--- src/pcnn_isa_pkg.sv ---
package pcnn_isa_pkg;

    // ==========================================================
    // Instruction field widths
    // ==========================================================

    localparam int OPC_WIDTH      = 4;
    localparam int ISA_ADDR_WIDTH = 16;
    localparam int ISA_LEN_WIDTH  = 12;

    // Opcodes handled by the core, all other codes are skipped
    typedef enum logic [OPC_WIDTH-1:0] {
        OPC_LOAD  = 4'd1,
        OPC_STORE = 4'd2
    } opcode_e;

    // Raw view, opcode in the top bits
    typedef struct packed {
        logic [OPC_WIDTH-1:0]                    opc;
        logic [ISA_ADDR_WIDTH+ISA_LEN_WIDTH-1:0] payload;
    } isa_hdr_s;

    // Transfer view, word count is len + 1
    typedef struct packed {
        opcode_e                   opc;
        logic [ISA_ADDR_WIDTH-1:0] addr;
        logic [ISA_LEN_WIDTH-1:0]  len;
    } isa_xfer_s;

    typedef union packed {
        isa_hdr_s  hdr;
        isa_xfer_s xfer;
    } isa_word_u;

endpackage

--- src/pcnn_cfg_pkg.sv ---
package pcnn_cfg_pkg;

    // ==========================================================
    // Datapath width
    // ==========================================================

    // Host stream word and buffer word are the same size
    localparam int PORT_WIDTH = 32;

    // ==========================================================
    // Global buffer geometry defaults
    // ==========================================================

    // Word address into the whole buffer
    localparam int DEF_ADDR_WIDTH = 10;

    // Banks are interleaved on the low address bits, keep a power of two
    localparam int DEF_NUM_BANK = 4;

    // Rows in each bank
    localparam int DEF_SRAM_WORD = 256;

endpackage
--- src/ccu.sv ---
`timescale 1ns/1ps

module ccu
    import pcnn_cfg_pkg::*;
    import pcnn_isa_pkg::*;
(
    input  logic                  clk,
    input  logic                  reset_i,
    input  logic [PORT_WIDTH-1:0] in_dat_i,
    input  logic                  in_isa_i,
    input  logic                  in_vld_i,
    output logic                  in_rdy_o,
    output logic                  cfg_vld_o,
    output isa_word_u             cfg_word_o,
    input  logic                  cfg_rdy_i,
    output logic [PORT_WIDTH-1:0] dat_o,
    output logic                  dat_vld_o,
    input  logic                  dat_rdy_i
);

    isa_word_u isa_q;
    logic      hold_q;
    logic      isa_fire;
    logic      isa_known;
    logic      isa_done;

    // ==========================================================
    // Instruction intake
    // ==========================================================

    // One instruction held at a time
    assign isa_fire = in_vld_i && in_isa_i && !hold_q;

    always_ff @(posedge clk) begin
        if (isa_fire) begin
            isa_q <= in_dat_i;
        end
    end

    // Decode through the raw header
    assign isa_known = (isa_q.hdr.opc == OPC_LOAD) || (isa_q.hdr.opc == OPC_STORE);

    // Known words leave on dispatch, unknown ones are dropped at once
    assign isa_done = (cfg_vld_o && cfg_rdy_i) || (hold_q && !isa_known);

    always_ff @(posedge clk) begin
        if (reset_i) begin
            hold_q <= 1'b0;
        end else if (isa_fire) begin
            hold_q <= 1'b1;
        end else if (isa_done) begin
            hold_q <= 1'b0;
        end
    end

    assign cfg_vld_o  = hold_q && isa_known;
    assign cfg_word_o = isa_q;

    // ==========================================================
    // Beat steering
    // ==========================================================

    // Data beats go straight to gic
    assign dat_o     = in_dat_i;
    assign dat_vld_o = in_vld_i && !in_isa_i;
    assign in_rdy_o  = in_isa_i ? !hold_q : dat_rdy_i;

endmodule

--- config.mk ---
export PLATFORM = sky130hd
export DESIGN_NAME = ccu
export DESIGN_NICKNAME = d
export VERILOG_FILES = /design/src/pcnn_isa_pkg.sv /design/src/pcnn_cfg_pkg.sv /design/src/ccu.sv
export SDC_FILE = /design/constraint.sdc
export NUM_CORES = 1
export LEC_CHECK = 0
export ABC_AREA = 1
export BUFFER_PORTS_ARGS = -buffer_cell sky130_fd_sc_hd__buf_2
export CORE_ASPECT_RATIO = 0.5
export CORE_MARGIN = 2
export CORE_UTILIZATION = 38
export CTS_CLUSTER_SIZE = 25
export DETAILED_ROUTE_END_ITERATION = 16
export PLACE_DENSITY = 0.84
export SLEW_MARGIN = 15
export SYNTH_ARGS = -nofsm -noshare
export SYNTH_HDL_FRONTEND = slang
export SYNTH_SLANG_ARGS = --single-unit
--- constraint.sdc ---
create_clock -name clk -period 2.4 [get_ports clk]
set_clock_uncertainty 0.2 [all_clocks]
set_input_delay 0.48 -clock clk [delete_from_list [all_inputs] [get_ports clk]]
set_output_delay 0.48 -clock clk [all_outputs]
set_load 0.01 [all_outputs]
## Yosys cells after proc, flatten, opt, wreduce, memory -nomap -nowiden

Cells that the tools add are included.

| storage, ports and cells | value |
|---|---|
| flip-flop bits (word level) | 33 |
| word-level logic and storage cells | 19 |
| bits of input ports | 38 |

| cells by class | value |
|---|---|
| reduce and logical (&&, ||, !) cells | 12 |
| multiplexer cells | 3 |
| equal/unequal tests | 2 |

Operator list:

| kind | number |
|---|---|
| 1-bit logical AND | 6 |
| 4-bit by 1-bit equality test with 1-bit output, second input constant | 1 |
| 4-bit by 2-bit equality test with 1-bit output, second input constant | 1 |
| 1-bit zero test | 3 |
| 1-bit two-way mux | 3 |
| 1-bit logical OR | 2 |
| 2-bit nonzero test | 1 |

## Depth between registers and ports, before layout

| depth | value |
|---|---|
| depth in word-level cells | 7 |
| depth in mapped cells | 5 |

## Least setup slack after synthesis

No wires, ideal clock.

| timing path | value |
|---|---|
| kind | in2reg |
| start point | input port in_isa_i |
| end point | register isa_q, in the netlist cfg_word_o[0], enable pin |
| arrival time | 1.233 ns |
| data required time | 1.813 ns |
| path buffers | 0 |
| cell stages on the path | 2 |
| library setup time | 0.387 ns |
| setup slack | 0.581 ns |
| cells stage by stage | nand3_1 > inv_1 |

| on the way | value |
|---|---|
| word-level cells in the longest chain between the ends | 2 |

RTL lines:

| what | line | source |
|---|---|---|
| start: declaration | ccu.sv:10 | `input logic in_isa_i,` |
| 1-bit logical AND (2 in series) | ccu.sv:32 | `assign isa_fire = in_vld_i && in_isa_i && !hold_q;` |
| named net isa_fire | ccu.sv:23 | `logic isa_fire;` |
| end signal: assignment | ccu.sv:36 | `isa_q <= in_dat_i;` |
| end: declaration | ccu.sv:21 | `isa_word_u isa_q;` |

The timed path passes the listed nets, and every way through them passes these cells.
A chain may end at the register's enable or synchronous reset.

## Worst setup path in the final report

| timing path | value |
|---|---|
| start point | register isa_q, in the netlist cfg_word_o[31] |
| end point | output port cfg_vld_o |

| on the way | value |
|---|---|
| word-level cells in the longest chain between the ends | 3 |

RTL lines:

| what | line | source |
|---|---|---|
| 4-bit by 1-bit equality test with 1-bit output / 4-bit by 2-bit equality test with 1-bit output (equally long branches) | ccu.sv:41 | `assign isa_known = (isa_q.hdr.opc == OPC_LOAD) \|\| (isa_q.hdr.opc == OPC_STORE);` |
| 1-bit logical OR (*) | ccu.sv:41 |  |
| 1-bit logical AND (*) | ccu.sv:56 | `assign cfg_vld_o = hold_q && isa_known;` |
| end: declaration | ccu.sv:13 | `output logic cfg_vld_o,` |

Mark *: on every way between the ends. The rest lies on a longest branch, timed or not.

==> results.yml <==
global_routing:
  antenna_found_initial: 0
  grt_pass1_wl_mm: 3.37
  overflow: 0
  grt_pass1_vias: 771
  grt_use_total_pct: 11.9
  grt_max_degree: 31
timing:
  fin_crit_sh_pct: 77.0
  hold_slack_ns: 0.156
  min_period_ns: 1.85
  drv_slew: 0
  fmax_ghz: 0.541
  worstMarginPinSlew_ns: 0.365
  final-setup-viol-count: 0
  rsz0062_at_grt: "false"
  fin_ws_ns: 0.552
  finalSetupTns_ns: 0
  hold_viol: 0
  max_slew_margin_pct: 75.7
min_path:
  min_delay_worst_endpoint: "hold_q"
  holdPathStages: 2
  min_path_type: "in2reg"
  hold_path.startpoint: "reset_i"
layout:
  nNetsFinal: 201
  drive_gt1_share_pct: 70.7
  final_cell_mix: "buf_2 (104), edfxtp_1 (32), inv_1 (7)"
  stdcell_area_um2: 1740
  layout_commonest_cell: "buf_2"
  fill_cells: 303
  antenna_cells: 0
  fin_util_pct: 51.4
  post_layout_nonfiller_instances: 206
  area_growth_pct: 32.1
route:
  dr.pass1.iters: 4
  routedWlPerCell_um: 12.2
  antenna_left: 0
  drt-total-wl_mm: 2.51
  vias: 829
  avgViaCountPerCell: 4.02
  drc: 0
  drtIter0Drc: 66
critical_path:
  cp_data_required_time_ns: 1.72
  crit_chain: "inv_1, nand2_1, nor2_2, and2_2, buf_2"
  crit_path_max_incr_delay_ns: 0.41
  cp_slowest_cell: "edfxtp_1"
  critical_path_arrival_ns: 1.17
  worst-setup-path-type: "reg2out"
  cp-start-kind: "flop"
  cp_max_fo: 2
  endpoint_kind: "output pin"
  reg2reg_depth: 4
  worstReg2RegEnd: "cfg_word_o[21]"
  r2r_slack_ns: 0.86
  reg2reg_from: "hold_q"
  startpoint: "cfg_word_o[31]"
clocking:
  tritoncts: "built"
  cts_buffer_depth: 2
  cts-hold-fix-buffers: 0
  cts-root-buf: "clkbuf_8"
  htreeDepth: 2
  cts_buffers: 5
  insertion_delay_ns: 0.27
  cts_resized: 0
  post_cts_buffers: 0
  cts_sinks: 33
  clk_pin_slew_ns: 0.06
synth:
  syn_area_um2: 1320
  synth_warnings: 0
  synth_fp_nets: 121
  synth_seq_area_share_pct: 74.6
  syn_inst: 83
  synth_area_per_cell_um2: 15.8
  ys_ff_latch: 33
  synth_cell_types: 12
pwr:
  p_per_area_nw_per_um2: 681
  irDropWorstVdd_mv: 0.267
  cellLeakagePower_nw: 0.826
  power.total_mw: 1.18
floorplanning:
  dieArea_um2: 3980
  die_w_um: 87.2
  rows: 15
  initial_core_util_pct: 38.9
  io_pins: 105
  core_region_area_um2: 3380
  fp.dieH_um: 45.6
placement:
  gp_congestion: 0.664
  dp_worst_setup_slack_ns: 0.619
  io_buffers: 104
  dp_cells: 198
  dpl-instance-area_um2: 1660
  hpwl_mm: 2.02
flow_run:
  max_cap_violations: 0
outcome:
  status: "finished, final reports clean"
power breakdown:
part           switching [mW]  leakage (nW)  internal (mW)
combinational          0.0749         0.476         0.0598
clock                   0.185        0.0430          0.195
sequential            0.00605         0.307          0.661
total                   0.266         0.826          0.916
sequential cells by signal, indices dropped and copies added (netlist names):
| signal | count |
|---|---|
| cfg_word_o | 32 |
| hold_q | 1 |
area by class of cell:
class / count / area (um2) / share of cell area, %
Multi-Input combinational cell: 11 / 67.6 / 3.89
Inverter: 7 / 26.3 / 1.51
Tap cell: 42 / 52.6 / 3.03
Clock buffer: 5 / 68.8 / 3.96
Sequential cell: 33 / 981 / 56.5
Clock inverter: 3 / 12.5 / 0.720
Timing Repair Buffer: 105 / 528 / 30.4
critical path, delay by kind of cell (launching register included):
family | cells | cell delay (ns)
flip-flops | 1 | 0.41
buffers and inverters | 2 | 0.19
AND/OR/NAND/NOR | 3 | 0.29
cells in the mapped netlist, drive strengths merged:
library cell	n	share of area (%)
nor2	2	0.76
and2	1	0.57
edfxtp	32	73
dfxtp	1	1.5
nand3	2	1.1
buf	32	18
mux2	1	0.86
a21oi	1	0.67
inv	7	2.0
nand2	4	1.1
cells by family after synthesis:
group,synth area share (%)
flip-flops,74.6
AO/OA/AOI/OAI,0.666
buffers and inverters,20.3
AND/OR/NAND/NOR,3.62
multiplexers,0.856
worst max path at each step:
| stage | end | slack (ns) | cells after the start |
|---|---|---|---|
| finish | cfg_vld_o | 0.55 | 5 |
| floorplan | cfg_word_o[0] | 0.58 | 2 |
| detailed placement | cfg_word_o[24] | 0.62 | 4 |
| global placement | in_rdy_o | 0.69 | 3 |
| global route | cfg_vld_o | 0.45 | 5 |
| CTS | cfg_vld_o | 0.54 | 4 |
metal layers:
layer | global-route usage [%] | part of all wire, % | wire length [um] | vias to the layer above
met4 | 6.15 | 0.56 | 14 | 0
met5 | 0 | 0 | 0 | -
li1 | - | - | - | 409
met1 | 11.8 | 34 | 842 | 400
met2 | 21.5 | 62 | 1560 | 18
met3 | 5.43 | 3.6 | 90 | 2
No activity file was read; power rests on OpenSTA's default activity.
