## src/pcnn_isa_pkg.sv

```systemverilog
package pcnn_isa_pkg;

    // ==========================================================
    // Instruction field widths
    // ==========================================================

    localparam int OPC_WIDTH      = 4;
    localparam int ISA_ADDR_WIDTH = 16;
    localparam int ISA_LEN_WIDTH  = 12;

    // Opcodes handled by the core, all other codes are skipped
    typedef enum logic [OPC_WIDTH-1:0] {
        OPC_LOAD  = 4'd1,
        OPC_STORE = 4'd2
    } opcode_e;

    // Raw view, opcode in the top bits
    typedef struct packed {
        logic [OPC_WIDTH-1:0]                    opc;
        logic [ISA_ADDR_WIDTH+ISA_LEN_WIDTH-1:0] payload;
    } isa_hdr_s;

    // Transfer view, word count is len + 1
    typedef struct packed {
        opcode_e                   opc;
        logic [ISA_ADDR_WIDTH-1:0] addr;
        logic [ISA_LEN_WIDTH-1:0]  len;
    } isa_xfer_s;

    typedef union packed {
        isa_hdr_s  hdr;
        isa_xfer_s xfer;
    } isa_word_u;

endpackage

```

## src/pcnn_cfg_pkg.sv

```systemverilog
package pcnn_cfg_pkg;

    // ==========================================================
    // Datapath width
    // ==========================================================

    // Host stream word and buffer word are the same size
    localparam int PORT_WIDTH = 32;

    // ==========================================================
    // Global buffer geometry defaults
    // ==========================================================

    // Word address into the whole buffer
    localparam int DEF_ADDR_WIDTH = 10;

    // Banks are interleaved on the low address bits, keep a power of two
    localparam int DEF_NUM_BANK = 4;

    // Rows in each bank
    localparam int DEF_SRAM_WORD = 256;

endpackage
```

## src/gic.sv

```systemverilog
`timescale 1ns/1ps

module gic
    import pcnn_cfg_pkg::*;
    import pcnn_isa_pkg::*;
#(
    parameter int ADDR_WIDTH = DEF_ADDR_WIDTH,
    parameter int NUM_BANK   = DEF_NUM_BANK,
    parameter int SRAM_WORD  = DEF_SRAM_WORD
) (
    input  logic                  clk,
    input  logic                  reset_i,
    input  logic                  cfg_vld_i,
    input  isa_word_u             cfg_word_i,
    output logic                  cfg_rdy_o,
    input  logic [PORT_WIDTH-1:0] dat_i,
    input  logic                  dat_vld_i,
    output logic                  dat_rdy_o,
    output logic                  cmd_vld_o,
    output logic [PORT_WIDTH-1:0] out_dat_o,
    output logic                  out_vld_o,
    output logic                  out_last_o,
    input  logic                  out_rdy_i,
    output logic [ADDR_WIDTH-1:0] wr_addr_o,
    output logic [PORT_WIDTH-1:0] wr_dat_o,
    output logic                  wr_vld_o,
    output logic [ADDR_WIDTH-1:0] rd_addr_o,
    output logic                  rd_addr_vld_o,
    input  logic                  rd_addr_rdy_i,
    input  logic [PORT_WIDTH-1:0] rd_dat_i,
    input  logic                  rd_dat_vld_i,
    output logic                  rd_dat_rdy_o
);

    localparam int DEPTH     = NUM_BANK * SRAM_WORD;
    localparam int CNT_WIDTH = ISA_LEN_WIDTH + 1;

    localparam logic [1:0] ST_IDLE  = 2'd0;
    localparam logic [1:0] ST_LOAD  = 2'd1;
    localparam logic [1:0] ST_STORE = 2'd2;

    logic [1:0]            state_q;
    logic [ADDR_WIDTH-1:0] addr_q;
    logic [ADDR_WIDTH-1:0] addr_nxt;
    logic [ADDR_WIDTH-1:0] start_addr;
    logic [CNT_WIDTH-1:0]  len_q;
    logic [CNT_WIDTH-1:0]  rem_q;
    logic [CNT_WIDTH-1:0]  ret_cnt_q;
    logic [CNT_WIDTH-1:0]  req_cnt;
    logic [CNT_WIDTH-1:0]  in_flight;
    logic [CNT_WIDTH-1:0]  xfer_cnt;
    logic                  cmd_q;
    logic                  cfg_fire;
    logic                  dat_fire;
    logic                  rd_fire;
    logic                  out_fire;

    assign cfg_rdy_o  = (state_q == ST_IDLE);
    assign cfg_fire   = cfg_vld_i && cfg_rdy_o;
    assign start_addr = ADDR_WIDTH'(cfg_word_i.xfer.addr % DEPTH);
    assign xfer_cnt   = {1'b0, cfg_word_i.xfer.len} + 1'b1;
    // Address wraps at the end of the buffer
    assign addr_nxt   = (addr_q == ADDR_WIDTH'(DEPTH - 1)) ? '0 : addr_q + 1'b1;

    // Load path, one buffer write per accepted beat
    assign dat_rdy_o = (state_q == ST_LOAD);
    assign dat_fire  = dat_vld_i && dat_rdy_o;
    assign wr_addr_o = addr_q;
    assign wr_dat_o  = dat_i;
    assign wr_vld_o  = dat_fire;

    // Store path, at most two reads outstanding
    assign req_cnt       = len_q - rem_q;
    assign in_flight     = req_cnt - ret_cnt_q;
    assign rd_addr_o     = addr_q;
    assign rd_addr_vld_o = (state_q == ST_STORE) && (rem_q != '0) && (in_flight < 2);
    assign rd_fire       = rd_addr_vld_o && rd_addr_rdy_i;

    assign out_dat_o    = rd_dat_i;
    assign out_vld_o    = rd_dat_vld_i;
    assign out_last_o   = rd_dat_vld_i && ((ret_cnt_q + 1'b1) == len_q);
    assign rd_dat_rdy_o = out_rdy_i;
    assign out_fire     = out_vld_o && out_rdy_i;
    assign cmd_vld_o    = cmd_q;

    // ==========================================================
    // Transfer FSM and counters
    // ==========================================================

    always_ff @(posedge clk) begin
        if (reset_i) begin
            state_q   <= ST_IDLE;
            cmd_q     <= 1'b0;
            addr_q    <= '0;
            len_q     <= '0;
            rem_q     <= '0;
            ret_cnt_q <= '0;
        end else begin
            cmd_q <= 1'b0;
            case (state_q)
                ST_IDLE: begin
                    if (cfg_fire && (cfg_word_i.xfer.opc == OPC_STORE)) begin
                        state_q <= ST_STORE;
                        cmd_q   <= 1'b1;
                    end else if (cfg_fire && (cfg_word_i.xfer.opc == OPC_LOAD)) begin
                        state_q <= ST_LOAD;
                    end
                end
                ST_LOAD: begin
                    if (dat_fire && (rem_q == CNT_WIDTH'(1))) begin
                        state_q <= ST_IDLE;
                    end
                end
                ST_STORE: begin
                    if (out_fire && out_last_o) begin
                        state_q <= ST_IDLE;
                    end
                end
                default: state_q <= ST_IDLE;
            endcase

            if (cfg_fire) begin
                addr_q    <= start_addr;
                len_q     <= xfer_cnt;
                rem_q     <= xfer_cnt;
                ret_cnt_q <= '0;
            end else begin
                // Write beat or read request moves the address
                if (dat_fire || rd_fire) begin
                    addr_q <= addr_nxt;
                    rem_q  <= rem_q - 1'b1;
                end
                if (out_fire) begin
                    ret_cnt_q <= ret_cnt_q + 1'b1;
                end
            end
        end
    end

endmodule

```

## config.mk

```make
export PLATFORM = sky130hd
export DESIGN_NAME = gic
export DESIGN_NICKNAME = d
export VERILOG_FILES = /design/src/pcnn_isa_pkg.sv /design/src/pcnn_cfg_pkg.sv /design/src/gic.sv
export SDC_FILE = /design/constraint.sdc
export NUM_CORES = 1
export LEC_CHECK = 0
export BUFFER_PORTS_ARGS = -buffer_cell sky130_fd_sc_hd__clkbuf_2
export CAP_MARGIN = 30
export CORE_MARGIN = 2
export CORE_UTILIZATION = 35
export DETAILED_ROUTE_END_ITERATION = 10
export GPL_ROUTABILITY_DRIVEN = 0
export GPL_TIMING_DRIVEN = 0
export PLACE_DENSITY = 0.66
export SLEW_MARGIN = 20
export SYNTH_ARGS = -nofsm -noshare
export SYNTH_HDL_FRONTEND = slang
export SYNTH_SLANG_ARGS = --single-unit
```

## constraint.sdc

```tcl
create_clock -name clk -period 4.45 [get_ports clk]
set_clock_uncertainty 0.15 [all_clocks]
set_input_delay 0.2225 -clock clk [delete_from_list [all_inputs] [get_ports clk]]
set_output_delay 0.2225 -clock clk [all_outputs]
set_load 0.005 [all_outputs]
```

# Yosys cells after proc, flatten, opt, wreduce, memory -nomap -nowiden
# Cells that the tools add are included.
# classes
addsub,6
magnitude_cmp,1
eq_ne,10
mux,11
n_bitwise,1
reduce_logical,18
# ops
op,count
$mux W10,3
$mux W13,2
$sub A13 B13 Y13,2
$add A12 B1 Y13 const B,1
$add A13 B1 Y13 const B,1
$eq A13 B1 Y1 const B,1
$eq A13 B13 Y1,1
$lt A13 B2 Y1 const B,1
$reduce_bool A13 Y1,1
$sub A13 B1 Y13 const B,1
$logic_and A1 B1 Y1,11
$add A10 B1 Y10 const B,1
$eq A10 B10 Y1 const B,1
$mux W2,4
$pmux W2 S3,1
$eq A4 B1 Y1 const B,1
$eq A4 B2 Y1 const B,1
$ne A2 B1 Y1 const B,2
$reduce_or A2 Y1,2
$ne A3 B1 Y1 const B,1
$reduce_and A3 Y1,1
$eq A2 B1 Y1 const B,1
$eq A2 B2 Y1 const B,1
$logic_not A2 Y1,1
other kinds (4),4
# totals
reg_bits,52
inputBits,103

# Logic depth before layout (Yosys ltp)
# Gate-level depths: netlist of the first run.
# logic_depth
ltp_word,8
mapped_depth,14
ltp_nobuf,12

# Worst setup path before layout of the first run
# Ideal clock, no wire load.
# synth_path
path_kind,reg-to-reg
from,register ret_cnt_q[6]
to,register rem_q[9]
setup_time_ns,0.133
t_arrival_ns,3.626
t_required_ns,4.167
path_slack_ns,0.541
path_stages_with_launch,14
cell_sequence,dfxtp_1 > inv_1 > fa_1 > ha_1 > a211oi_2 > o31ai_1 > and2_1 > or4_4 > a211o_1 > or4_1 > buf_2 > buf_6 > a211oi_2 > o32ai_1
# synth_via
elab_chain_len,6
# synth_rtl
element,line,rtl
from (decl),gic.sv:48,logic [CNT_WIDTH-1:0] ret_cnt_q;
from (signal assigned),gic.sv:134,ret_cnt_q <= ret_cnt_q + 1'b1;
$sub A13 B13 Y13,gic.sv:74,assign in_flight = req_cnt - ret_cnt_q;
$lt A13 B2 Y1,gic.sv:76,assign rd_addr_vld_o = (state_q == ST_STORE) && (rem_q != '0) && (in_flight < 2);
$logic_and A1 B1 Y1,gic.sv:76,
$logic_and A1 B1 Y1,gic.sv:77,assign rd_fire = rd_addr_vld_o && rd_addr_rdy_i;
$logic_or A1 B1 Y1,gic.sv:129,if (dat_fire || rd_fire) begin
$reduce_bool A2 Y1 (no source line),-,
to (signal assigned),gic.sv:125,rem_q <= xfer_cnt;
to (signal assigned),gic.sv:131,rem_q <= rem_q - 1'b1;
to (decl),gic.sv:47,logic [CNT_WIDTH-1:0] rem_q;
# Every way passes these cells.
# A chain may end at the register's enable or synchronous reset.

# Worst setup path in the final report of the first run
# Ends and elaborated chain as after synthesis.

==> results of run 1 <==
## per-layer routing
metal	up-vias	part of all wire [%]	track usage (%)	wire, um
met5	-	0	0	0
met4	0	1.9	4.762	254
met3	30	9.8	3.352	1328
met2	275	45	30.35	6143
met1	2155	43	24.28	5788
li1	2332	-	-	-
## placed cells by master (no fill, tap or decap), types with 3 or more instances in the layout
cell type and n:
clkbuf_2 123, buf_4 80, nor2_1 54, nand2_1 52, dfxtp_1 51, a21oi_1 45, inv_1 36, xnor2_1 32
nand3_1 30, nor3_1 18, clkbuf_1 17, ha_1 17, o21ai_0 15, fa_1 12, and3_1 11, xor2_1 11
nand4_1 10, o21a_1 8, o32ai_1 8, o211ai_1 6, a211oi_1 6, a32oi_1 6, or3_1 5, nor4_1 5
o31ai_1 5, clkbuf_16 5, a211o_1 4, a31oi_1 4, and2_1 4, a22oi_1 4, a311oi_1 4, nand2b_1 3
bufinv_16 3
## flip-flops by register name, indices dropped and copies added, names as in the netlist
| name | flops |
|---|---|
| cmd_vld_o | 1 |
| ret_cnt_q | 13 |
| state_q | 2 |
| rd_addr_o | 10 |
| len_q | 13 |
| rem_q | 13 |
## final cells by class
cell class / instances / area [um^2]
Fill cell: 1326 / 7350
Multi-Input combinational cell: 419 / 2814
Sequential cell: 52 / 1042
Buffer: 97 / 659.4
Timing Repair Buffer: 127 / 645.6
Tap cell: 176 / 220.2
Inverter: 37 / 138.9
Clock buffer: 5 / 125.1
Clock inverter: 3 / 90.09
## Yosys cell counts, drive strengths merged, types with 11 or more instances
master and count:
buf 80, nor2 54, a21oi 46, nand3 30, dfxtp 52, xnor2 32, nor3 19, clkbuf 18
fa 12, o21ai 15, ha 17, and3 11, nand2 52, inv 36, xor2 11
## timing repair
action	CTS	global route
pin swaps	1	2
endpoints found under the setup margin	8	24
buffers inserted	0	4
resized for setup	0	4
hold buffers	0	0
## worst max-delay path, stage by stage, from the launching register on
cell      delay (ns)
dfxtp_1         0.44
inv_1           0.13
fa_1            0.47
ha_1            0.40
a211oi_2        0.21
o31ai_1         0.15
and2_1          0.20
or4_4           0.48
a211o_1         0.35
or4_1           0.52
buf_2           0.19
buf_6           0.17
a211oi_2        0.23
o32ai_1         0.13
## power breakdown
part	switching, W	total (W)	internal, W
logic	0.000355	0.000645	0.000290
registers	0.0000378	0.000531	0.000493
clock network	0.000185	0.000565	0.000379
## final timing paths
kind	startpoint	end
max	ret_cnt_q[6]	rem_q[9]
min	cfg_word_i[0]	len_q[0]
max reg2reg	ret_cnt_q[6]	rem_q[9]
min reg2reg	len_q[12]	len_q[12]
## cell families after synthesis
group	Yosys count	synth area share [%]
AND/OR/NAND/NOR	206	21.57
flip-flops	52	22.40
multiplexers	2	0.4308
buffers and inverters	135	17.26
adder cells (fa/ha/maj)	29	9.747
XOR/XNOR	43	8.104
AO/OA/AOI/OAI	139	20.49
## per-stage QoR
stage | hold slack, ns | worst slack (ns)
2_1_floorplan | 0.1682 | 0.5409
3_3_place_gp | 0.3109 | 0.02152
3_5_place_dp | 0.3188 | -0.01983
4_1_cts | 0.02256 | 0.03113
5_1_grt | 0.03620 | 0.02568
6_report | 0.02171 | 0.08642
==> reports/results.tsv, run 1 <==
stage	metric	value	unit
routing	vias	4792	
cells_and_area	design_area	5736	um^2
synthesis	synth-seq-cells	52	
placement	dp_hpwl	10690	um
worst_setup_path	crit_path_end_kind	register	
job	maxCapViolCount	0	
cts	cts_max_level	2	
floorplanning	fp-row-count	42	
floorplanning	fp.dieH	119.2	um
placement	portBuffers	123	
worst_setup_path	critPathLaunchType	register	
routing	drc	0	
placement	dp_cells	905	
cells_and_area	nets	871	
cells_and_area	fin_util	43.83	%
timing	fin_crit_sh	98.06	%
timing	finalHoldViolCount	0	
timing	slew_headroom	34.04	%
pwr	p_per_area	303.5	nW/um^2
cts	cts_made_buffers	5	
hold_path	worstHoldPathType	input port to register	
timing	rsz0062_at_grt	no	
worst_setup_path	arrival	4.36	ns
timing	setup_viol	0	
synthesis	yosysSeqAreaShare	22.40	%
cells_and_area	area_growth_syn_to_layout	23.42	%
routing	vias_per_cell	5.231	
routing	first_pass_iters	7	
floorplanning	die_width	119.2	um
floorplanning	core-area	13090	um^2
timing	finalSetupTns	0	ns
worst_setup_path	path_max_fanout	10	
pwr	power_leakage	2.436	nW
cts	clk_latency	0.29	ns
cells_and_area	finalNonFillerCells	916	
worst_setup_path	reg2reg_depth	13	
cts	cts_buffer_depth	2	
hold_path	hold_depth	2	
pwr	ir_worst_vdd	0.1900	mV
global_routing	grt_antenna_before_repair	0	
cts	cts_root_buf	clkbuf_16	
timing	max_freq	229.2	MHz
routing	ant_nets	0	
synthesis	syn_area	4647	um^2
floorplanning	io_pins	195	
synthesis	synth-edff-count	0	
worst_setup_path	required	4.45	ns
synthesis	async_flop_share	0	%
routing	wl	13520	um
synthesis	synth_nets	738	
cells_and_area	antennaDiodeCount	0	
worst_setup_path	crit_type	register to register	
timing	period_needed	4.364	ns
global_routing	grt.overflow.total	0	
synthesis	synth_cell_type_count	64	
global_routing	grt_max_degree	17	
timing	worst_slew_pin_slew	0.9804	ns
synthesis	synth_top_area_share	22.40	%
synthesis	syn_avg_cell_area	7.668	um^2
synthesis	ys_top_cells_by_area	dfxtp_1 22%, buf_4 12%, xnor2_1 6.0%	
floorplanning	initial_utilization	35.51	%
floorplanning	die_area	14210	um^2
cells_and_area	drive_above_1_share	30.54	%
placement	placedInstanceArea	5483	um^2
global_routing	grt_pass1_vias	4257	
routing	drt_iter0_drc	436	
synthesis	synth_ff_type	dfxtp_1	
synthesis	yosysTopAreaCell	dfxtp_1	
routing	wl_per_cell	14.75	um
synthesis	syn_inst	606	
outcome	status	completed	
pwr	p_total	0.001741	W
global_routing	grt.total_usage	18.24	%
cts	cts_sinks	52	
global_routing	grt_pass1_wl	20960	um
timing	slew_violations	0	
worst_setup_path	r2r_slack	0.09	ns
cts	cts.clk_slew.worst_paths	0.07	ns
cts	cts_tree	built	
synthesis	yosys_warnings	0	
Note: power is estimated with default switching activity, not from simulation.
==> run 2: changes to the inputs <==
--- a/config.mk
+++ b/config.mk
@@ -5,14 +5,17 @@
 export SDC_FILE = /design/constraint.sdc
 export NUM_CORES = 1
 export LEC_CHECK = 0
+export ABC_AREA = 1
 export BUFFER_PORTS_ARGS = -buffer_cell sky130_fd_sc_hd__clkbuf_2
 export CAP_MARGIN = 30
+export CELL_PAD_IN_SITES_DETAIL_PLACEMENT = 1
+export CELL_PAD_IN_SITES_GLOBAL_PLACEMENT = 1
 export CORE_MARGIN = 2
-export CORE_UTILIZATION = 35
+export CORE_UTILIZATION = 34
 export DETAILED_ROUTE_END_ITERATION = 10
 export GPL_ROUTABILITY_DRIVEN = 0
 export GPL_TIMING_DRIVEN = 0
-export PLACE_DENSITY = 0.66
+export PLACE_DENSITY = 0.87
 export SLEW_MARGIN = 20
 export SYNTH_ARGS = -nofsm -noshare
 export SYNTH_HDL_FRONTEND = slang
==> reports/results.tsv, run 2 <==
stage	metric	value	unit	change
cells_and_area	area_growth_syn_to_layout	19.82	%	
cts	postCtsSetupBuffers	0		unchanged
routing	vias	5627		+17%
worst_setup_path	critPathLaunchType	register		
worst_setup_path	crit_path_end_kind	register		
job	maxCapViolCount	0		unchanged
hold_path	hp-start	cfg_word_i[28]		
pwr	internal_power	0.001071	W	-7.9%
cells_and_area	final-seq-area	1041	um^2	-0.12%
floorplanning	die_width	126.4	um	+6.0%
cts	cts_tree	built		
synthesis	syn_inst	816		+35%
pwr	p_clk_share	25.7	%	-6.7 points
global_routing	grt_antenna_before_repair	0		unchanged
synthesis	synth_simple_gate_area_share	34.71	%	+13 points
synthesis	yosysSeqAreaShare	20.44	%	-2.0 points
routing	first_pass_iters	4		-3
pwr	power_leakage	3.257	nW	+34%
synthesis	synthXorXnorAreaFrac	2.923	%	-5.2 points
routing	wl	16390	um	+21%
floorplanning	fp-row-count	44		+4.8%
cts	clk_latency	0.31	ns	+0.02 ns
cells_and_area	final.fill_count	2028		+53%
worst_setup_path	r2r_slack	1.21	ns	+1.13 ns
synthesis	synth_mux_area_share	0	%	-0.43 points
synthesis	synth_nets	948		+28%
synthesis	syn_area	5094	um^2	+9.6%
global_routing	grt_pass1_vias	5441		+28%
synthesis	syn_avg_cell_area	6.242	um^2	-19%
synthesis	synth_ff_type	dfxtp_1		
worst_setup_path	reg2reg_depth	15		+2
routing	wl_per_cell	14.50	um	-1.8%
worst_setup_path	crit_start	ret_cnt_q[5]		
global_routing	grt_pass1_wl	26280	um	+25%
timing	worst_slew_pin_slew	0.8214	ns	-0.1590 ns
synthesis	ys_top_cells_by_area	dfxtp_1 20%, nand2_1 16%, buf_4 11%		
cells_and_area	layout_commonest_cell	nand2_1		
cts	cts_made_buffers	5		unchanged
floorplanning	fp.dieH	126.4	um	+6.0%
synthesis	yosysMostFrequentCell	nand2_1		
synthesis	synth-edff-count	0		unchanged
worst_setup_path	arrival	3.28	ns	-1.08 ns
cells_and_area	reg_top3	len_q (13), rem_q (13), ret_cnt_q (13)		
hold_path	worstHoldPathType	input port to register		
synthesis	synth-seq-cells	52		unchanged
timing	max_freq	309.0	MHz	+35%
placement	placedInstanceArea	5939	um^2	+8.3%
timing	finalHoldViolCount	0		unchanged
worst_setup_path	required	4.50	ns	+0.05 ns
timing	period_needed	3.236	ns	-1.127 ns
cts	cts-resized-gates	0		unchanged
global_routing	grt_max_degree	16		-1
timing	slew_violations	0		unchanged
cts	cts_buffer_depth	2		unchanged
placement	dp_hpwl	13410	um	+25%
cells_and_area	design_area	6103	um^2	+6.4%
pwr	power_frac_seq	30.4	%	about the same
cts	cts_root_buf	clkbuf_16		
worst_setup_path	crit_type	register to register		
synthesis	synth_compound_area_share	10.83	%	-9.7 points
cts	holdBufCountCts	0		unchanged
synthesis	yosys.area_share.adder	8.892	%	-0.85 points
synthesis	yosys-top-cells-count	215 x nand2_1, 114 x inv_1, 76 x buf_4, 76 x nor2_1, 68 x nand3_1		
cells_and_area	multi_input_area	2922	um^2	+3.8%
synthesis	synth_cell_type_count	37		-42%
pwr	ir_worst_vdd	0.1605	mV	-16%
floorplanning	die_area	15980	um^2	+12%
timing	slew_headroom	45.04	%	+11 points
routing	drt_iter0_drc	270		-38%
worst_setup_path	path_max_fanout	10		unchanged
timing	rsz0062_at_grt	no		
routing	ant_nets	0		unchanged
synthesis	synth_top_area_share	20.44	%	-2.0 points
pwr	p_sw	0.0006838	W	+18%
pwr	p_comb_share	43.9	%	+6.8 points
global_routing	grt.total_usage	19.86	%	+1.6 points
cts	cts_max_level	2		unchanged
floorplanning	core-area	14590	um^2	+11%
routing	drc	0		unchanged
global_routing	grt.overflow.total	0		unchanged
floorplanning	io_pins	195		unchanged
cells_and_area	nets	1078		+24%
hold_path	hold_depth	3		+1
synthesis	yosysTopAreaCell	dfxtp_1		
timing	setup_viol	0		unchanged
floorplanning	initial_utilization	34.91	%	-0.60 points
timing	finalSetupTns	0	ns	unchanged
worst_setup_path	reg2reg_from	ret_cnt_q[5]		
synthesis	synth_top_family_by_area	simple AND/OR/NAND/NOR gates		
routing	vias_per_cell	4.975		-4.9%
pwr	swShare	38.97	%	+5.8 points
pwr	p_per_area	287.5	nW/um^2	-5.3%
cells_and_area	final_cell_mix	215 x nand2_1, 123 x clkbuf_2, 114 x inv_1, 76 x nor2_1, 76 x buf_4		
synthesis	async_flop_share	0	%	unchanged
cts	cts.clk_slew.worst_paths	0.07	ns	about the same
cells_and_area	drive_above_1_share	24.50	%	-6.0 points
placement	portBuffers	123		unchanged
cells_and_area	antennaDiodeCount	0		unchanged
outcome	status	completed		
cts	cts_sinks	52		unchanged
timing	fin_crit_sh	72.72	%	-25 points
synthesis	yosys_warnings	0		unchanged
-- run 2: logic make-up after synthesis --
logic type	count (synthesis)
XOR/XNOR	17
flip-flops	52
AO/OA/AOI/OAI	102
buffers and inverters	211
AND/OR/NAND/NOR	405
adder cells (fa/ha/maj)	29
-- run 2: per-stage QoR --
stage | cells | setup WS (ns) | total power (W) | hold slack (ns) | utilization, %
3_3_place_gp | 1123 | 1.324 | 0.001279 | 0.3540 | 40.71
4_1_cts | 1131 | 1.264 | 0.001767 | 0.04035 | 41.84
5_1_grt | 1131 | 0.9007 | 0.001886 | 0.04912 | 41.84
3_5_place_dp | 1123 | 1.288 | 0.001312 | 0.3563 | 40.71
2_1_floorplan | 816 | 1.756 | 0.001090 | 0.2436 | -
6_report | 1131 | 1.214 | 0.001754 | 0.04884 | 41.84
-- run 2: path summary, 6_finish.rpt --
kind | end
max | rd_addr_o[3]
min | state_q[0]
max reg2reg | rd_addr_o[3]
min reg2reg | len_q[0]
-- run 2: final cells by class --
cell class                      count  share of cell area, %
Multi-Input combinational cell    553                  47.87
Sequential cell                    52                  17.06
Buffer                             95                  11.40
Timing Repair Buffer              123                  10.09
Inverter                          116                  7.134
Tap cell                          184                  3.772
Clock buffer                        6                  2.112
Clock inverter                      2                 0.5740
-- run 2: per-layer routing --
layer / up-vias / global-route usage, % / share of wire (%)
li1: 2786 / - / -
met1: 2678 / 24.91 / 43
met2: 146 / 35.77 / 51
met3: 17 / 2.067 / 4.4
met4: 0 / 6.012 / 1.7
met5: - / 0 / 0
-- run 2: power by group through the flow --
stage | sequential (W) | combinational (W) | clock, W
after floorplan | 0.000533 | 0.000558 | 0
after global placement | 0.000542 | 0.000737 | 0
after detailed placement | 0.000543 | 0.000769 | 0
after CTS | 0.000533 | 0.000774 | 0.000460
after global routing | 0.000537 | 0.000878 | 0.000470
final | 0.000533 | 0.000770 | 0.000452
-- run 2: worst max-delay path, stage by stage, from the launching register on --
cell     delay, ns
dfxtp_1       0.41
inv_1         0.10
fa_1          0.48
ha_1          0.42
nand2_1       0.15
nor2_2        0.15
nand2_1       0.08
nand4_1       0.08
nand2_1       0.07
nor2_1        0.10
nand2_1       0.06
nor2_2        0.14
nand4_4       0.24
buf_6         0.24
a21oi_1       0.16
nor2_1        0.07
==> run 3: changes to the inputs <==
--- a/config.mk
+++ b/config.mk
@@ -5,7 +5,7 @@
 export SDC_FILE = /design/constraint.sdc
 export NUM_CORES = 1
 export LEC_CHECK = 0
-export ABC_AREA = 1
+export ABC_AREA = 0
 export BUFFER_PORTS_ARGS = -buffer_cell sky130_fd_sc_hd__clkbuf_2
 export CAP_MARGIN = 30
 export CELL_PAD_IN_SITES_DETAIL_PLACEMENT = 1
@@ -15,7 +15,7 @@
 export DETAILED_ROUTE_END_ITERATION = 10
 export GPL_ROUTABILITY_DRIVEN = 0
 export GPL_TIMING_DRIVEN = 0
-export PLACE_DENSITY = 0.87
+export PLACE_DENSITY = 0.85
 export SLEW_MARGIN = 20
 export SYNTH_ARGS = -nofsm -noshare
 export SYNTH_HDL_FRONTEND = slang
==> constraint.sdc (replaced) <==
create_clock -name clk -period 3.24 [get_ports clk]
set_clock_uncertainty 0.15 [all_clocks]
set_input_delay 0.162 -clock clk [delete_from_list [all_inputs] [get_ports clk]]
set_output_delay 0.162 -clock clk [all_outputs]
set_load 0.005 [all_outputs]
==> reports/results.tsv, run 3 (synthesized netlist as in run 1, its figures left out) <==
stage	metric	value	unit	change
worst_setup_path	r2r_slack	-0.68	ns	-1.89 ns
cts	clk_latency	0.31	ns	about the same
routing	ant_nets	0		unchanged
cts	cts_max_level	2		unchanged
hold_path	worstHoldPathType	input port to register		
floorplanning	die_width	120.9	um	-4.3%
cts	cts_root_buf	clkbuf_16		
cells_and_area	area_growth_syn_to_layout	38.02	%	
worst_setup_path	crit_type	register to register		
pwr	p_per_area	399.9	nW/um^2	+39%
cts	cts.clk_slew.worst_paths	0.08	ns	about the same
global_routing	grt.overflow.total	0		unchanged
cells_and_area	nets	897		-17%
timing	max_freq	255.1	MHz	-17%
global_routing	grt_antenna_before_repair	0		unchanged
job	maxCapViolCount	0		unchanged
global_routing	grt.total_usage	23.90	%	+4.0 points
outcome	violations	setup timing		
worst_setup_path	crit_chain	inv_4 -> fa_1 -> ha_4 -> a211oi_4 -> o31ai_2 -> and2_4 -> or4_4 -> a211o_1 -> buf_4 -> nor4_4 -> buf_4 -> nor2_4 -> o32ai_1		
routing	wl	18340	um	+12%
pwr	power_leakage	2.691	nW	-17%
worst_setup_path	cpPeakStageDelay	0.57	ns	+0.09 ns
cts	cts_sinks	52		unchanged
timing	setup_viol	24		+24
routing	wl_per_cell	19.47	um	+34%
worst_setup_path	r2r_end	rem_q[9]		
global_routing	grt_busiest_layer	met2		
timing	worst_slew_pin_slew	0.8413	ns	+0.01986 ns
floorplanning	core-area	13300	um^2	-8.9%
timing	finalHoldViolCount	0		unchanged
floorplanning	io_pins	195		unchanged
worst_setup_path	crit_path_end_kind	register		
global_routing	grtUsageMet2	41.99	%	+6.2 points
floorplanning	fp.dieH	120.9	um	-4.3%
cells_and_area	antennaDiodeCount	0		unchanged
timing	slew_violations	0		unchanged
worst_setup_path	crit_start	ret_cnt_q[6]		
routing	drt_iter0_drc	323		+20%
cells_and_area	reg_top3	len_q (13), rem_q (13), ret_cnt_q (13)		
timing	setup_slack	-0.6793	ns	-1.893 ns
timing	whs	0.01032	ns	-0.03852 ns
placement	portBuffers	123		unchanged
global_routing	grtUsageMet1	28.54	%	+3.6 points
worst_setup_path	arrival	3.96	ns	+0.68 ns
floorplanning	initial_utilization	34.95	%	+0.038 points
cells_and_area	final.fill_count	1642		-19%
worst_setup_path	cp_common_cell	buf_4		
global_routing	grt_pass1_vias	5312		-2.4%
cts	cts_tree	built		
cells_and_area	fin_util	48.24	%	+6.4 points
routing	vias	5228		-7.1%
cells_and_area	layout_commonest_cell	clkbuf_2		
worst_setup_path	crit_slowest_cell	fa_1		
worst_setup_path	critPathLaunchType	register		
floorplanning	fp-row-count	42		-4.5%
routing	drc	0		unchanged
pwr	ir_worst_vdd	0.2334	mV	+45%
outcome	status	finished, violations left		
global_routing	grt_max_degree	19		+3
floorplanning	die_area	14620	um^2	-8.5%
timing	rsz0062_at_grt	yes		
placement	dp_hpwl	12510	um	-6.7%
global_routing	grt_pass1_wl	27700	um	+5.4%
routing	vias_per_cell	5.550		+12%
timing	slew_headroom	43.92	%	-1.1 points
worst_setup_path	path_delay_family	simple AND/OR/NAND/NOR gates		
timing	period_needed	3.919	ns	+0.6831 ns
cells_and_area	final_cell_mix	122 x clkbuf_2, 94 x buf_4, 52 x nand2_1, 47 x nor2_1, 37 x a21oi_1		
cells_and_area	multi_input_area	3213	um^2	+10%
cells_and_area	drive_above_1_share	42.82	%	+18 points
routing	first_pass_iters	5		+1
worst_setup_path	required	3.28	ns	-1.22 ns
worst_setup_path	cp-endpoint	rem_q[9]		
worst_setup_path	cp_num_cells	13		-2
worst_setup_path	reg2reg_depth	13		-2
cts	cts_made_buffers	5		unchanged
cells_and_area	final-seq-area	1079	um^2	+3.6%
timing	fin_crit_sh	121.0	%	+48 points
cts	cts_buffer_depth	2		unchanged
worst_setup_path	path_max_fanout	8		-2
placement	pre_cts_ws	-1.162	ns	-2.450 ns
worst_setup_path	cp_num_buf_inv	3		+1
global_routing	use_met3	4.276	%	+2.2 points
worst_setup_path	reg2reg_from	ret_cnt_q[6]		
## run 3: cell type report
| cell class | count | area share [%] |
|---|---|---|
| multi-input combinational | 419 | 50.10 |
| sequential | 52 | 16.82 |
| timing repair buffer | 153 | 14.30 |
| buffer | 97 | 10.73 |
| tap | 176 | 3.433 |
| inverter | 37 | 2.243 |
| clock buffer | 5 | 1.951 |
| clock inverter | 3 | 0.4292 |
## run 3: report_power, final
part	internal (W)	switching (W)	total (W)	leakage, nW
clock network	0.000295	0.000294	0.000589	0.0719
registers	0.000676	0.0000566	0.000732	0.435
logic	0.000573	0.000671	0.00124	2.18
## run 3: through the flow
step / TNS, ns / total power (W) / cells / area [um^2]
after global placement: -22.65 / 0.001639 / 905 / 5552
after floorplan: -6.727 / 0.001396 / 606 / 4716
after global routing: -15.09 / 0.002674 / 942 / 6414
after detailed placement: -23.08 / 0.001664 / 906 / 5557
after CTS: -11.42 / 0.002455 / 938 / 6233
final: -13.19 / 0.002565 / 942 / 6414
## run 3: worst min-delay path by stage
stage | cells after the start | to | slack [ns] | from
6_report | 3 | rd_addr_o[1] | 0.01 | cfg_word_i[13]
5_1_grt | 3 | state_q[0] | 0.04 | cfg_word_i[29]
4_1_cts | 3 | rd_addr_o[1] | 0.01 | cfg_word_i[13]
3_5_place_dp | 3 | rd_addr_o[8] | 0.27 | cfg_word_i[20]
3_3_place_gp | 3 | rd_addr_o[8] | 0.27 | cfg_word_i[20]
2_1_floorplan | 1 | len_q[0] | 0.11 | cfg_word_i[0]
## run 3: per-layer routing
metal / part of all wire (%) / routed length (um)
met1: 40 / 7316
met4: 3.4 / 626
met2: 50 / 9157
met3: 6.7 / 1237
met5: 0 / 0
## run 3: timing repair
action                                  4_1_cts  5_1_grt
cloned                                        1        1
pin swaps                                    26       15
endpoints found under the setup margin       25       25
hold buffers                                  5        0
gates resized for setup                      78       36
setup buffers                                18        4
endpoints found under the hold margin         5        0
## run 3: worst register-to-register path, delay by kind of cell (launching register included)
| family | cells | cell delay (ns) |
|---|---|---|
| simple gates | 4 | 1.05 |
| flops | 1 | 0.36 |
| fa+ha+maj | 2 | 0.81 |
| buf+inv | 3 | 0.38 |
| compound gates | 4 | 1.05 |
